==> src/hw/bomb_config.svh <==
`ifndef BOMB_CONFIG_SVH
`define BOMB_CONFIG_SVH

// Countdown start value, shown as M:ST
`define START_MIN      2
`define START_SEC_TEN  0
`define START_SEC_ONE  0

// Lives given at every start
`define START_LIVES    3

`define TICKS_PER_SEC  200   // Kept small so a game second is short in simulation
`define SCK_DIV        2     // Clock cycles per SPI clock half-period

`endif

==> src/hw/bomb_pkg.sv <==
package bomb_pkg;

    ////////////////////
    // Game FSM
    ////////////////////

    typedef enum logic [1:0] {
        IDLE     = 2'd0,
        PLAYING  = 2'd1,
        DEFUSED  = 2'd2,
        EXPLODED = 2'd3
    } game_state_e;

    // Bit positions of the buttons in the button and edge vectors
    typedef enum logic [2:0] {
        SELECT = 3'd0,
        UP     = 3'd1,
        RIGHT  = 3'd2,
        DOWN   = 3'd3,
        LEFT   = 3'd4,
        BACK   = 3'd5
    } btn_e;

    ////////////////////
    // Display link
    ////////////////////

    // Frame is cleared, lives, min, sec_ten, sec_one
    localparam int FRAME_BITS = 16;

    typedef enum logic {
        IDLE_GAP = 1'b0,   // ss high between frames
        SHIFT    = 1'b1
    } spi_state_e;

endpackage

==> src/hw/bomb_ifs.sv <==
`timescale 1ns/1ps

// Link between the game FSM and one puzzle
interface puzzle_if (
    input logic [5:0] edges   // Button pulses, shared by every puzzle
);
    logic       active;
    logic       start;
    logic [7:0] serial;
    logic       error;
    logic       cleared;

    modport puzzle (
        input  active,
        input  start,
        input  serial,
        input  edges,
        output error,
        output cleared
    );

    modport control (
        output active,
        output start,
        output serial,
        input  error,
        input  cleared
    );
endinterface

interface timer_if;
    logic       load;
    logic       run;
    logic [3:0] min;
    logic [3:0] sec_ten;
    logic [3:0] sec_one;
    logic       expired;

    modport timer (input load, input run, output min, output sec_ten, output sec_one,
                   output expired);

    modport control (output load, output run, input min, input sec_ten, input sec_one,
                     input expired);
endinterface

==> src/hw/bomb_game.sv <==
`timescale 1ns/1ps

module bomb_game (
    input  logic       clk,
    input  logic       reset,
    input  logic [5:0] button,
    input  logic [7:0] serial,
    output logic       ssdec_ss,
    output logic       ssdec_sck,
    output logic       ssdec_sdi,
    output logic [1:0] game_state
);

    logic [5:0] edges;
    logic       strobe;
    logic [1:0] lives;

    puzzle_if wire_bus (.edges(edges));
    puzzle_if code_bus (.edges(edges));
    timer_if  tmr_bus ();

    button_edge_detector u_buttons (
        .clk    (clk),
        .reset  (reset),
        .button (button),
        .edges  (edges),
        .strobe (strobe)
    );

    countdown_timer u_timer (
        .clk   (clk),
        .reset (reset),
        .tmr   (tmr_bus.timer)
    );

    game_control u_control (
        .clk        (clk),
        .reset      (reset),
        .strobe     (strobe),
        .edges      (edges),
        .serial     (serial),
        .wire_p     (wire_bus.control),
        .code_p     (code_bus.control),
        .tmr        (tmr_bus.control),
        .lives      (lives),
        .game_state (game_state)
    );

    wire_puzzle u_wire (.clk(clk), .reset(reset), .p(wire_bus.puzzle));
    code_puzzle u_code (.clk(clk), .reset(reset), .p(code_bus.puzzle));

    // Cleared bit 0 is the wire puzzle and bit 1 the code puzzle
    ssdec_spi_master u_ssdec (
        .clk     (clk),
        .reset   (reset),
        .lives   (lives),
        .cleared ({code_bus.cleared, wire_bus.cleared}),
        .tmr     (tmr_bus.control),
        .ss      (ssdec_ss),
        .sck     (ssdec_sck),
        .sdi     (ssdec_sdi)
    );

endmodule

==> src/hw/button_edge_detector.sv <==
`timescale 1ns/1ps

module button_edge_detector (
    input  logic       clk,
    input  logic       reset,
    input  logic [5:0] button,
    output logic [5:0] edges,
    output logic       strobe
);

    logic [5:0] sync_a;
    logic [5:0] sync_b;
    logic [5:0] prev;
    logic [5:0] rise;

    assign rise = sync_b & ~prev;   // High for one cycle per press

    always_ff @(posedge clk) begin
        if (reset) begin
            sync_a <= '0;
            sync_b <= '0;
            prev   <= '0;
            edges  <= '0;
            strobe <= 1'b0;
        end else begin
            sync_a <= button;
            sync_b <= sync_a;
            prev   <= sync_b;
            edges  <= rise;
            strobe <= |rise;
        end
    end

    // A pulse only ever follows a button that was high three cycles before
    a_edge_follows_button: assert property (
        @(posedge clk) disable iff (reset)
        (edges & ~$past(button, 3)) == '0
    );

endmodule

==> src/hw/code_puzzle.sv <==
`timescale 1ns/1ps

module code_puzzle (
    input logic      clk,
    input logic      reset,
    puzzle_if.puzzle p
);

    logic [1:0] step;
    logic [1:0] dir_code;
    logic [3:0] want;       // Expected pulse on UP, RIGHT, DOWN, LEFT
    logic [3:0] dir_edges;

    // Direction codes 0 to 3 line up with button indices 1 to 4
    assign dir_code  = p.serial[{step, 1'b0} +: 2];
    assign want      = 4'b0001 << dir_code;
    assign dir_edges = p.edges[bomb_pkg::LEFT:bomb_pkg::UP];

    always_ff @(posedge clk) begin
        if (reset || p.start) begin
            step      <= 2'd0;
            p.error   <= 1'b0;
            p.cleared <= 1'b0;
        end else begin
            p.error <= 1'b0;
            if (p.active && !p.cleared && dir_edges != 4'd0) begin
                if (dir_edges == want) begin
                    step <= step + 2'd1;
                    if (step == 2'd3) p.cleared <= 1'b1;   // Fourth correct entry
                end else begin
                    step    <= 2'd0;   // Any wrong direction restarts the code
                    p.error <= 1'b1;
                end
            end
        end
    end

endmodule

==> src/hw/countdown_timer.sv <==
`timescale 1ns/1ps
`include "bomb_config.svh"

module countdown_timer (
    input logic    clk,
    input logic    reset,
    timer_if.timer tmr
);

    localparam int TICK_W = $clog2(`TICKS_PER_SEC + 1);

    logic [TICK_W-1:0] tick_cnt;
    logic              sec_tick;
    logic              at_zero;

    assign sec_tick = (tick_cnt == TICK_W'(`TICKS_PER_SEC - 1));
    assign at_zero  = (tmr.min == 4'd0) && (tmr.sec_ten == 4'd0) && (tmr.sec_one == 4'd0);

    always_ff @(posedge clk) begin
        if (reset || tmr.load) begin
            tick_cnt    <= '0;
            tmr.min     <= 4'(`START_MIN);
            tmr.sec_ten <= 4'(`START_SEC_TEN);
            tmr.sec_one <= 4'(`START_SEC_ONE);
            tmr.expired <= 1'b0;
        end else if (tmr.run && !tmr.expired) begin
            if (sec_tick) begin
                tick_cnt <= '0;
                if (at_zero) begin
                    tmr.expired <= 1'b1;   // Digits stay at 0:00
                end else if (tmr.sec_one != 4'd0) begin
                    tmr.sec_one <= tmr.sec_one - 4'd1;
                end else begin
                    tmr.sec_one <= 4'd9;
                    if (tmr.sec_ten != 4'd0) begin
                        tmr.sec_ten <= tmr.sec_ten - 4'd1;
                    end else begin
                        tmr.sec_ten <= 4'd5;   // Borrow from the minutes
                        tmr.min     <= tmr.min - 4'd1;
                    end
                end
            end else begin
                tick_cnt <= tick_cnt + 1'b1;
            end
        end
    end

    a_sec_ten_range: assert property (
        @(posedge clk) disable iff (reset)
        tmr.sec_ten <= 4'd5
    );

endmodule

==> src/hw/game_control.sv <==
`timescale 1ns/1ps
`include "bomb_config.svh"

module game_control (
    input  logic                  clk,
    input  logic                  reset,
    input  logic                  strobe,
    input  logic [5:0]            edges,
    input  logic [7:0]            serial,
    puzzle_if.control             wire_p,
    puzzle_if.control             code_p,
    timer_if.control              tmr,
    output logic [1:0]            lives,
    output bomb_pkg::game_state_e game_state
);

    bomb_pkg::game_state_e state;
    logic                  code_sel;   // Low selects the wire puzzle
    logic                  start_q;
    logic [7:0]            serial_q;
    logic                  err;
    logic                  press_select;
    logic                  press_back;

    assign err          = wire_p.error | code_p.error;
    assign press_select = strobe && edges[bomb_pkg::SELECT];
    assign press_back   = strobe && edges[bomb_pkg::BACK];

    ////////////////////
    // Game FSM
    ////////////////////

    always_ff @(posedge clk) begin
        if (reset) begin
            state    <= bomb_pkg::IDLE;
            lives    <= 2'(`START_LIVES);
            code_sel <= 1'b0;
            start_q  <= 1'b0;
        end else begin
            start_q <= 1'b0;
            case (state)
                bomb_pkg::IDLE: begin
                    if (press_select) begin
                        start_q  <= 1'b1;
                        code_sel <= 1'b0;
                        state    <= bomb_pkg::PLAYING;
                    end
                end
                bomb_pkg::PLAYING: begin
                    if (press_back) code_sel <= ~code_sel;
                    if (err) lives <= lives - 2'd1;
                    // Flags from the last game are still up while start is pulsing
                    if (!start_q) begin
                        if ((err && lives == 2'd1) || tmr.expired) begin
                            state <= bomb_pkg::EXPLODED;
                        end else if (wire_p.cleared && code_p.cleared) begin
                            state <= bomb_pkg::DEFUSED;
                        end
                    end
                end
                default: begin
                    if (press_select) begin
                        lives <= 2'(`START_LIVES);
                        state <= bomb_pkg::IDLE;
                    end
                end
            endcase
        end
    end

    always_ff @(posedge clk) begin
        if (press_select && state == bomb_pkg::IDLE) serial_q <= serial;
    end

    assign game_state    = state;
    assign tmr.load      = start_q;
    assign tmr.run       = (state == bomb_pkg::PLAYING);
    assign wire_p.active = (state == bomb_pkg::PLAYING) && !code_sel;
    assign code_p.active = (state == bomb_pkg::PLAYING) && code_sel;
    assign wire_p.start  = start_q;
    assign code_p.start  = start_q;
    assign wire_p.serial = serial_q;
    assign code_p.serial = serial_q;

    // Lives run out only together with the explosion
    a_no_lives_exploded: assert property (
        @(posedge clk) disable iff (reset)
        (lives == 2'd0) |-> (state == bomb_pkg::EXPLODED)
    );

    // A puzzle reports an error only while it holds the buttons
    a_error_when_active: assert property (
        @(posedge clk) disable iff (reset)
        (!wire_p.error || $past(wire_p.active)) && (!code_p.error || $past(code_p.active))
    );

endmodule

==> src/hw/ssdec_spi_master.sv <==
`timescale 1ns/1ps
`include "bomb_config.svh"

module ssdec_spi_master (
    input  logic       clk,
    input  logic       reset,
    input  logic [1:0] lives,
    input  logic [1:0] cleared,
    timer_if.control   tmr,
    output logic       ss,
    output logic       sck,
    output logic       sdi
);

    localparam int DIV_W = $clog2(`SCK_DIV + 1);

    bomb_pkg::spi_state_e              state;
    logic [DIV_W-1:0]                  div_cnt;
    logic [1:0]                        gap_cnt;
    logic [3:0]                        bit_cnt;
    logic [bomb_pkg::FRAME_BITS-1:0]   frame;
    logic [bomb_pkg::FRAME_BITS-1:0]   shreg;
    logic                              half_done;

    assign frame     = {cleared, lives, tmr.min, tmr.sec_ten, tmr.sec_one};
    assign half_done = (div_cnt == DIV_W'(`SCK_DIV - 1));
    assign sdi       = shreg[bomb_pkg::FRAME_BITS-1];   // MSB first

    always_ff @(posedge clk) begin
        if (reset) begin
            state   <= bomb_pkg::IDLE_GAP;
            ss      <= 1'b1;
            sck     <= 1'b0;
            div_cnt <= '0;
            gap_cnt <= 2'd0;
            bit_cnt <= 4'd0;
        end else begin
            case (state)
                bomb_pkg::IDLE_GAP: begin
                    gap_cnt <= gap_cnt + 2'd1;
                    if (gap_cnt == 2'd3) begin
                        state   <= bomb_pkg::SHIFT;
                        ss      <= 1'b0;
                        div_cnt <= '0;
                        bit_cnt <= 4'd0;
                    end
                end
                default: begin
                    div_cnt <= half_done ? '0 : div_cnt + 1'b1;
                    if (half_done) begin
                        sck <= ~sck;
                        if (sck) begin   // Falling edge
                            bit_cnt <= bit_cnt + 4'd1;
                            if (bit_cnt == 4'(bomb_pkg::FRAME_BITS - 1)) begin
                                state   <= bomb_pkg::IDLE_GAP;
                                ss      <= 1'b1;
                                gap_cnt <= 2'd0;
                            end
                        end
                    end
                end
            endcase
        end
    end

    // Frame is captured as ss falls and shifted on each falling sck
    always_ff @(posedge clk) begin
        if (state == bomb_pkg::IDLE_GAP && gap_cnt == 2'd3) begin
            shreg <= frame;
        end else if (state == bomb_pkg::SHIFT && half_done && sck) begin
            shreg <= {shreg[bomb_pkg::FRAME_BITS-2:0], 1'b0};
        end
    end

    a_sck_idle_low: assert property (
        @(posedge clk) disable iff (reset)
        ss |-> !sck
    );

endmodule

==> src/hw/wire_puzzle.sv <==
`timescale 1ns/1ps

module wire_puzzle (
    input logic      clk,
    input logic      reset,
    puzzle_if.puzzle p
);

    logic [2:0] cursor;
    logic [5:0] cut;      // One bit per wire, set once cut
    logic [2:0] target;
    logic       live;

    // Six wires, so codes 6 and 7 fold back onto wires 4 and 5
    assign target = (p.serial[2:0] < 3'd6) ? p.serial[2:0] : p.serial[2:0] - 3'd2;
    assign live   = p.active && !p.cleared;

    always_ff @(posedge clk) begin
        if (reset || p.start) begin
            cursor    <= 3'd0;
            cut       <= '0;
            p.error   <= 1'b0;
            p.cleared <= 1'b0;
        end else begin
            p.error <= 1'b0;
            if (live) begin
                if (p.edges[bomb_pkg::LEFT] && cursor != 3'd0) begin
                    cursor <= cursor - 3'd1;
                end else if (p.edges[bomb_pkg::RIGHT] && cursor != 3'd5) begin
                    cursor <= cursor + 3'd1;
                end

                if (p.edges[bomb_pkg::SELECT]) begin
                    cut[cursor] <= 1'b1;
                    if (cut[cursor]) begin
                        p.error <= 1'b1;         // Wire was already cut
                    end else if (cursor == target) begin
                        p.cleared <= 1'b1;
                    end else begin
                        p.error <= 1'b1;
                    end
                end
            end
        end
    end

endmodule

==> config.mk <==
export PLATFORM = sky130hd
export DESIGN_NAME = bomb_game
export DESIGN_NICKNAME = d
export VERILOG_FILES = /design/src/hw/bomb_pkg.sv /design/src/hw/bomb_ifs.sv /design/src/hw/bomb_game.sv /design/src/hw/button_edge_detector.sv /design/src/hw/code_puzzle.sv /design/src/hw/countdown_timer.sv /design/src/hw/game_control.sv /design/src/hw/ssdec_spi_master.sv /design/src/hw/wire_puzzle.sv
export VERILOG_INCLUDE_DIRS = /design/src /design/src/hw
export SDC_FILE = /design/constraint.sdc
export NUM_CORES = 1
export LEC_CHECK = 0
export ABC_CLOCK_PERIOD_IN_PS = 2500
export BUFFER_PORTS_ARGS = -buffer_cell sky130_fd_sc_hd__buf_2
export CAP_MARGIN = 20
export CORE_UTILIZATION = 50
export CTS_CLUSTER_DIAMETER = 200
export CTS_CLUSTER_SIZE = 28
export DETAILED_ROUTE_END_ITERATION = 8
export GPL_TIMING_DRIVEN = 0
export PLACE_DENSITY = 0.67
export SLEW_MARGIN = 25
export SYNTH_ARGS = -nofsm -noshare
export SYNTH_HDL_FRONTEND = slang
export SYNTH_SLANG_ARGS = --single-unit
==> constraint.sdc <==
create_clock -name clk -period 2.5 [get_ports clk]
set_clock_uncertainty 0.05 [all_clocks]
set_input_delay 0.625 -clock clk [delete_from_list [all_inputs] [get_ports clk]]
set_output_delay 0.625 -clock clk [all_outputs]
set_load 0.02 [all_outputs]
==> results of run 1 <==
## synthesized netlist by cell type (all sizes together), types with 4 or more instances
cell	n
dfxtp	78
nand2	65
nor2	44
nor2b	25
edfxtp	24
a21oi	16
clkbuf	16
inv	14
o21ai	14
nand3	13
nor3	12
xor2	11
nand2b	8
xnor2	8
ha	7
a211oi	6
nor4	6
a32o	5
and2	5
mux2i	5
nor3b	5
or3	5
a22o	4
buf	4
## placed cells by master, fill, tap and decap left out, types with 4 or more instances in the layout
cell type | synthesis | routed
inv_1 | 14 | 14
clkbuf_8 | 0 | 9
nand2b_1 | 8 | 8
nand3_1 | 13 | 13
clkbuf_1 | 16 | 16
nor3b_1 | 5 | 5
edfxtp_1 | 24 | 24
mux2i_1 | 5 | 5
nand2_1 | 64 | 64
a22o_1 | 4 | 4
or3_1 | 4 | 4
nor2_1 | 44 | 44
a211oi_1 | 6 | 6
nor3_1 | 12 | 11
nor2b_1 | 25 | 25
a21oi_1 | 16 | 16
a32o_1 | 5 | 5
xor2_1 | 11 | 11
buf_2 | 2 | 22
dfxtp_1 | 78 | 78
and2_1 | 5 | 5
xnor2_1 | 8 | 8
ha_1 | 7 | 7
nor4_1 | 5 | 5
o21ai_0 | 14 | 14
## logic make-up (layout without fill, tap and decap cells)
| kind of cell | Yosys count | in the layout |
|---|---|---|
| multiplexers | 9 | 9 |
| AO/OA/AOI/OAI | 64 | 64 |
| AND/OR/NAND/NOR | 203 | 203 |
| adder cells (fa/ha/maj) | 8 | 8 |
| buffers and inverters | 34 | 70 |
| flip-flops | 102 | 102 |
| XOR/XNOR | 19 | 19 |
## through the flow
stage	instance area [sq um]	total power [mW]	hold WS [ns]	worst slack [ns]
after floorplan	4270	1.89	0.333	0.582
after global placement	4510	1.93	0.343	0.162
after detailed placement	4510	1.93	0.347	0.0941
after CTS	4710	2.98	0.342	0.343
after global routing	4720	3.07	0.328	0.146
final	4720	2.95	0.351	0.287
## sequential cells by signal, summed over array words and instances, names as in the netlist, 2 cells and up
| register | flops |
|---|---|
| u_control.lives | 2 |
| u_ssdec.bit_cnt | 4 |
| u_wire.cursor | 3 |
| u_wire.cut | 6 |
| u_buttons.sync_a | 6 |
| u_buttons.edges | 6 |
| u_buttons.prev | 6 |
| u_ssdec.gap_cnt | 2 |
| u_timer.tmr.sec_one | 4 |
| u_control.game_state | 2 |
| u_ssdec.shreg | 16 |
| u_code.step | 2 |
| u_control.code_p.serial | 8 |
| u_timer.tmr.sec_ten | 4 |
| u_timer.tmr.min | 4 |
| u_timer.tick_cnt | 8 |
| u_ssdec.div_cnt | 2 |
| u_buttons.sync_b | 6 |
## worst paths after layout
| path | end |
|---|---|
| worst max-delay path | u_wire.cut[1]$_SDFFE_PP0P_ |
| worst min-delay path | u_control.code_p.serial[1]$_DFFE_PP_ |
| worst max register to register | u_wire.cut[1]$_SDFFE_PP0P_ |
| worst min register to register | u_buttons.edges[1]$_SDFF_PP0_ |
## worst max-delay path, cell delays in order, from the launching register on
cell and delay (ns):
dfxtp_1 0.60, nand2b_1 0.08, buf_2 0.18, or3_4 0.36, nor4_1 0.61, nand2_1 0.12, o22ai_1 0.14
## power by group through the flow
stage / Sequential (mW) / Combinational, mW / Clock (mW)
2_1_floorplan: 1.79 / 0.0980 / 0
3_3_place_gp: 1.79 / 0.139 / 0
3_5_place_dp: 1.79 / 0.143 / 0
4_1_cts: 1.75 / 0.143 / 1.09
5_1_grt: 1.76 / 0.164 / 1.15
6_report: 1.75 / 0.141 / 1.06
## layout make-up
type                       instances  area (sq um)
multi-input combinational        303          1860
clock buffer                       9           124
sequential                       102          2280
timing repair buffer              20           100
tap                              105           131
clock inverter                     7          81.3
fill                             747          3540
buffer                            20          81.3
inverter                          14          52.6
## layer usage
metal,vias up,wire length [um]
li1,1582,-
met1,1452,3800
met2,50,3550
met3,13,243
met4,0,99
met5,-,0
==> impl_metrics.json, run 1 <==
{
  "status": "finished clean",
  "dp.cells": 564,
  "r2r_cells": 6,
  "dpl.hpwl_mm": 5.53,
  "initial_core_util_pct": 51.8,
  "p_leak_nw": 1.80,
  "end_kind": "flip-flop",
  "setup-violations-final": 0,
  "grt_pass1_vias": 2919,
  "critPathLaunchType": "flip-flop",
  "switchingPower_mw": 0.757,
  "busiest_layer": "met2",
  "fin_util_pct": 57.1,
  "grtUsageMet2_pct": 31.1,
  "clkLatencyLatePin_ns": 0.39,
  "cp_max_fo": 9,
  "ys_async_sr_fraction_pct": 0,
  "chipHeight_um": 94.5,
  "synth_fp_nets": 463,
  "synth_edf_count": 24,
  "cts_root_buf": "clkbuf_8",
  "die_x_um": 94.5,
  "routed_wl_mm": 7.69,
  "h-tree-depth": 3,
  "drc": 0,
  "place.gp.congestion": 0.803,
  "first_pass_iters": 4,
  "synthAdderAreaFrac_pct": 2.52,
  "drt_iter0_markers": 189,
  "syn_to_final_growth_pct": 10.3,
  "tritoncts": "yes",
  "grt_use_total_pct": 19.1,
  "antenna_found_initial": 0,
  "finalSetupTns_ns": 0,
  "cts_hold_repair.buffers": 0,
  "hold_start": "serial[1]",
  "min_path_type": "in -> reg",
  "grt_use_met1_pct": 25.3,
  "drt.antenna.violating_nets": 0,
  "synth-compound-area-share_pct": 9.89,
  "nets": 494,
  "ys_types": 52,
  "period_needed_ns": 2.21,
  "cts_setup_buffers": 0,
  "path_class": "reg -> reg",
  "yosys_warnings": 0,
  "vias": 3097,
  "power_frac_comb_pct": 4.8,
  "netlist.area_leader.share_pct": 36.5,
  "relSlewSlack_pct": 47.0,
  "grt_overflow": 0,
  "finalNonFillerCells": 580,
  "p_per_area_mw_per_mm2": 625,
  "drive_gt1_share_pct": 10.9,
  "hold_path_depth": 1,
  "syn_inst": 439,
  "tightestPinTransition_ns": 0.788,
  "clockPowerShare_pct": 35.8,
  "p_seq_share_pct": 59.4,
  "timing.fmax_mhz": 452,
  "syn-cell-area_sq_mm": 0.00427,
  "yosys.area_share.simple_pct": 24.2,
  "port_buffers": 20,
  "num_io_pins": 21,
  "drv_cap": 0,
  "dieArea_sq_mm": 0.00892,
  "core-area_sq_mm": 0.00826,
  "synth-seq-cells": 102,
  "clockBufferDepth": 2,
  "grt_max_degree": 22,
  "fin_crit_sh_pct": 88.5,
  "grt_first_pass_wirelength_mm": 13.3,
  "ys_top_cells_by_area": "dfxtp_1 (37%), edfxtp_1 (17%), nand2_1 (5.6%)",
  "synth_top_flop_cell": "dfxtp_1",
  "antennaDiodeCount": 0,
  "r2r_slack_ns": 0.29,
  "swShare_pct": 25.7,
  "synth_area_leader_cell": "dfxtp_1",
  "required_ns": 2.75,
  "peakVddDrop_mv": 0.408,
  "std_cell_rows": 33,
  "rsz0062_at_grt": "no",
  "crit_arrival_ns": 2.47,
  "synth_top_family_by_area": "simple AND/OR/NAND/NOR gates",
  "timing.final.hold_violations": 0,
  "syn_avg_cell_area_sq_um": 9.74,
  "drv_slew": 0,
  "viasPerCell": 5.34,
  "avgRoutedWirePerCell_um": 13.3,
  "synth-xor-area-share_pct": 3.89,
  "rr_startpoint": "u_control.game_state[0]$_SDFFE_PP0P_",
  "startpoint": "u_control.game_state[0]$_SDFFE_PP0P_",
  "synthMuxAreaShare_pct": 3.02,
  "grt_use_met3_pct": 3.86,
  "path_clk_slew_ns": 0.13,
  "cts_resized": 0,
  "numCtsBuffers": 9,
  "synth-seq-area-share_pct": 53.4,
  "internal-power_mw": 2.19,
  "cts_sinks": 102
}
No activity file was read; power rests on OpenSTA's default activity.
==> inputs of run 2 (changes only) <==
- ABC_AREA: default -> 1
==> impl_metrics.json, run 2 <==
{
  "cts_setup_buffers": 0,
  "rsz0062_at_grt": "no",
  "h-tree-depth": 3,
  "yosys_warnings": 0,
  "relSlewSlack_pct": 53.0,
  "synth-seq-cells": 102,
  "routed_wl_mm": 7.39,
  "path_delay_family": "buffers and inverters",
  "port_buffers": 19,
  "grt_pass1_vias": 2793,
  "avgRoutedWirePerCell_um": 11.4,
  "num_io_pins": 21,
  "std_cell_rows": 33,
  "power_mw": 2.85,
  "cpMostUsedCell": "inv_1",
  "antennaDiodeCount": 0,
  "final_common_cell": "nand2_1",
  "synth-seq-area-share_pct": 53.1,
  "required_ns": 2.70,
  "cts_root_buf": "clkbuf_8",
  "grt_overflow": 0,
  "netlist.area_leader.share_pct": 36.3,
  "ys_top_cells_by_area": "dfxtp_1 (36%), edfxtp_1 (17%), nand2_1 (8.4%)",
  "clkLatencyLatePin_ns": 0.35,
  "nets": 561,
  "fin_crit_sh_pct": 83.1,
  "fin_ws_ns": 0.424,
  "peakVddDrop_mv": 0.413,
  "synth_top_flop_cell": "dfxtp_1",
  "netlist_top_cells_count": "nand2_1 (96), dfxtp_1 (78), inv_1 (76)",
  "core-area_sq_mm": 0.00826,
  "drt.antenna.violating_nets": 0,
  "tightestPinTransition_ns": 0.704,
  "first_pass_iters": 5,
  "cts_hold_repair.buffers": 0,
  "vias": 3255,
  "path_clk_slew_ns": 0.10,
  "drv_cap": 0,
  "clockBufferDepth": 2,
  "drive_gt1_share_pct": 13.1,
  "drc": 0,
  "drv_slew": 0,
  "dpl.hpwl_mm": 5.45,
  "largest_reg_flops": 16,
  "critPathLaunchType": "flip-flop",
  "drt_iter0_markers": 173,
  "path_class": "reg -> reg",
  "p_leak_nw": 2.00,
  "min_path_type": "reg -> reg",
  "ys_async_sr_fraction_pct": 0,
  "final_cell_mix": "nand2_1 (96), dfxtp_1 (78), inv_1 (76), nor2_1 (50)",
  "timing.final.hold_violations": 0,
  "syn-cell-area_sq_mm": 0.00430,
  "syn_to_final_growth_pct": 9.61,
  "initial_core_util_pct": 52.0,
  "synth_fp_nets": 531,
  "status": "finished clean",
  "setup-violations-final": 0,
  "place.gp.congestion": 0.824,
  "syn_avg_cell_area_sq_um": 8.48,
  "cp.buffers_inverters": 3,
  "p_per_area_mw_per_mm2": 604,
  "dieArea_sq_mm": 0.00897,
  "synth_edf_count": 24,
  "slowest_delay_ns": 0.52,
  "tritoncts": "yes",
  "crit_arrival_ns": 2.28,
  "critical-path-slowest-cell": "inv_1",
  "place_ws_ns": 0.395,
  "chipHeight_um": 94.7,
  "cts_sinks": 102,
  "syn_inst": 507,
  "die_x_um": 94.7,
  "antenna_found_initial": 0,
  "grt_first_pass_wirelength_mm": 12.5,
  "finalSetupTns_ns": 0,
  "worstPathCellList": "inv_1, nand2_1, inv_1, nor2_1, inv_1, nand4_1, o21ai_0, a21oi_1",
  "end_kind": "flip-flop",
  "cp_max_fo": 19,
  "cts_resized": 0,
  "grt_use_total_pct": 17.8,
  "yosysMostFrequentCell": "nand2_1",
  "ys_types": 42,
  "synth_area_leader_cell": "dfxtp_1",
  "grt_max_degree": 20,
  "timing.fmax_mhz": 482,
  "regMostFlops": "u_ssdec.shreg",
  "viasPerCell": 5.03,
  "period_needed_ns": 2.08,
  "numCtsBuffers": 9
}
## run 2: changes by cell type in the layout (fill, tap and decap cells not counted), sizes merged, moves of 7 or more
cell / before / now
o22ai: 2 / 11
nor2: 44 / 59
a21oi: 16 / 36
nor2b: 25 / 0
nand3: 13 / 27
nand2: 65 / 102
o21ai: 14 / 33
inv: 19 / 83
clkbuf: 25 / 17
xor2: 11 / 2
xnor2: 8 / 1
nand2b: 8 / 0
## run 2: tightest hold or removal path: stages, from the launching register on
cell	delay, ns
dfxtp_1	0.31
inv_1	0.04
nor2_1	0.03
## run 2: cells by family after synthesis
kind of cell,after synthesis,share of synthesized area [%]
buf+inv,92,8.38
flops,102,53.1
xor+xnor,3,0.611
simple gates,209,23.0
compound gates,93,12.4
fa+ha+maj,8,2.50
## run 2: worst paths after layout
| kind | startpoint | to | slack, ns | depth (start not counted) |
|---|---|---|---|---|
| setup / recovery | u_ssdec.state$_SDFF_PP0_ | u_ssdec.bit_cnt[3]$_SDFFE_PP0P_ | 0.42 | 8 |
| setup reg to reg | u_ssdec.state$_SDFF_PP0_ | u_ssdec.bit_cnt[3]$_SDFFE_PP0P_ | 0.42 | 8 |
| hold reg to reg | u_buttons.sync_a[4]$_SDFF_PP0_ | u_buttons.sync_b[4]$_SDFF_PP0_ | 0.35 | 2 |
| hold / removal | u_buttons.sync_a[4]$_SDFF_PP0_ | u_buttons.sync_b[4]$_SDFF_PP0_ | 0.35 | 2 |
## run 2: metrics by stage
step / area [sq um] / hold WS, ns / std cells / utilization, %
3_3_place_gp: 4520 / 0.338 / 631 / 54.8
2_1_floorplan: 4300 / 0.338 / 507 / -
3_5_place_dp: 4530 / 0.342 / 631 / 54.8
4_1_cts: 4710 / 0.355 / 647 / 57.0
6_report: 4710 / 0.352 / 647 / 57.0
5_1_grt: 4710 / 0.359 / 647 / 57.0
## run 2: cell type report
class / instances / area, sq um
Buffer: 11 / 46.3
Timing Repair Buffer: 19 / 95.1
Multi-Input combinational cell: 313 / 1660
Tap cell: 105 / 131
Sequential cell: 102 / 2280
Inverter: 81 / 314
Clock inverter: 6 / 43.8
Fill cell: 735 / 3550
Clock buffer: 10 / 138
## run 2: where the power goes
part,internal [mW],switching (mW),total (mW)
Combinational,0.0469,0.0989,0.146
Sequential,1.73,0.0169,1.75
Clock,0.396,0.553,0.949
## run 2: metal layers
metal	track usage [%]	vias to the layer above	share of wire, %
li1	-	1707	-
met1	25.4	1491	50
met2	27.3	49	45
met3	3.06	8	3.4
met4	6.06	0	1.1
met5	0	-	0
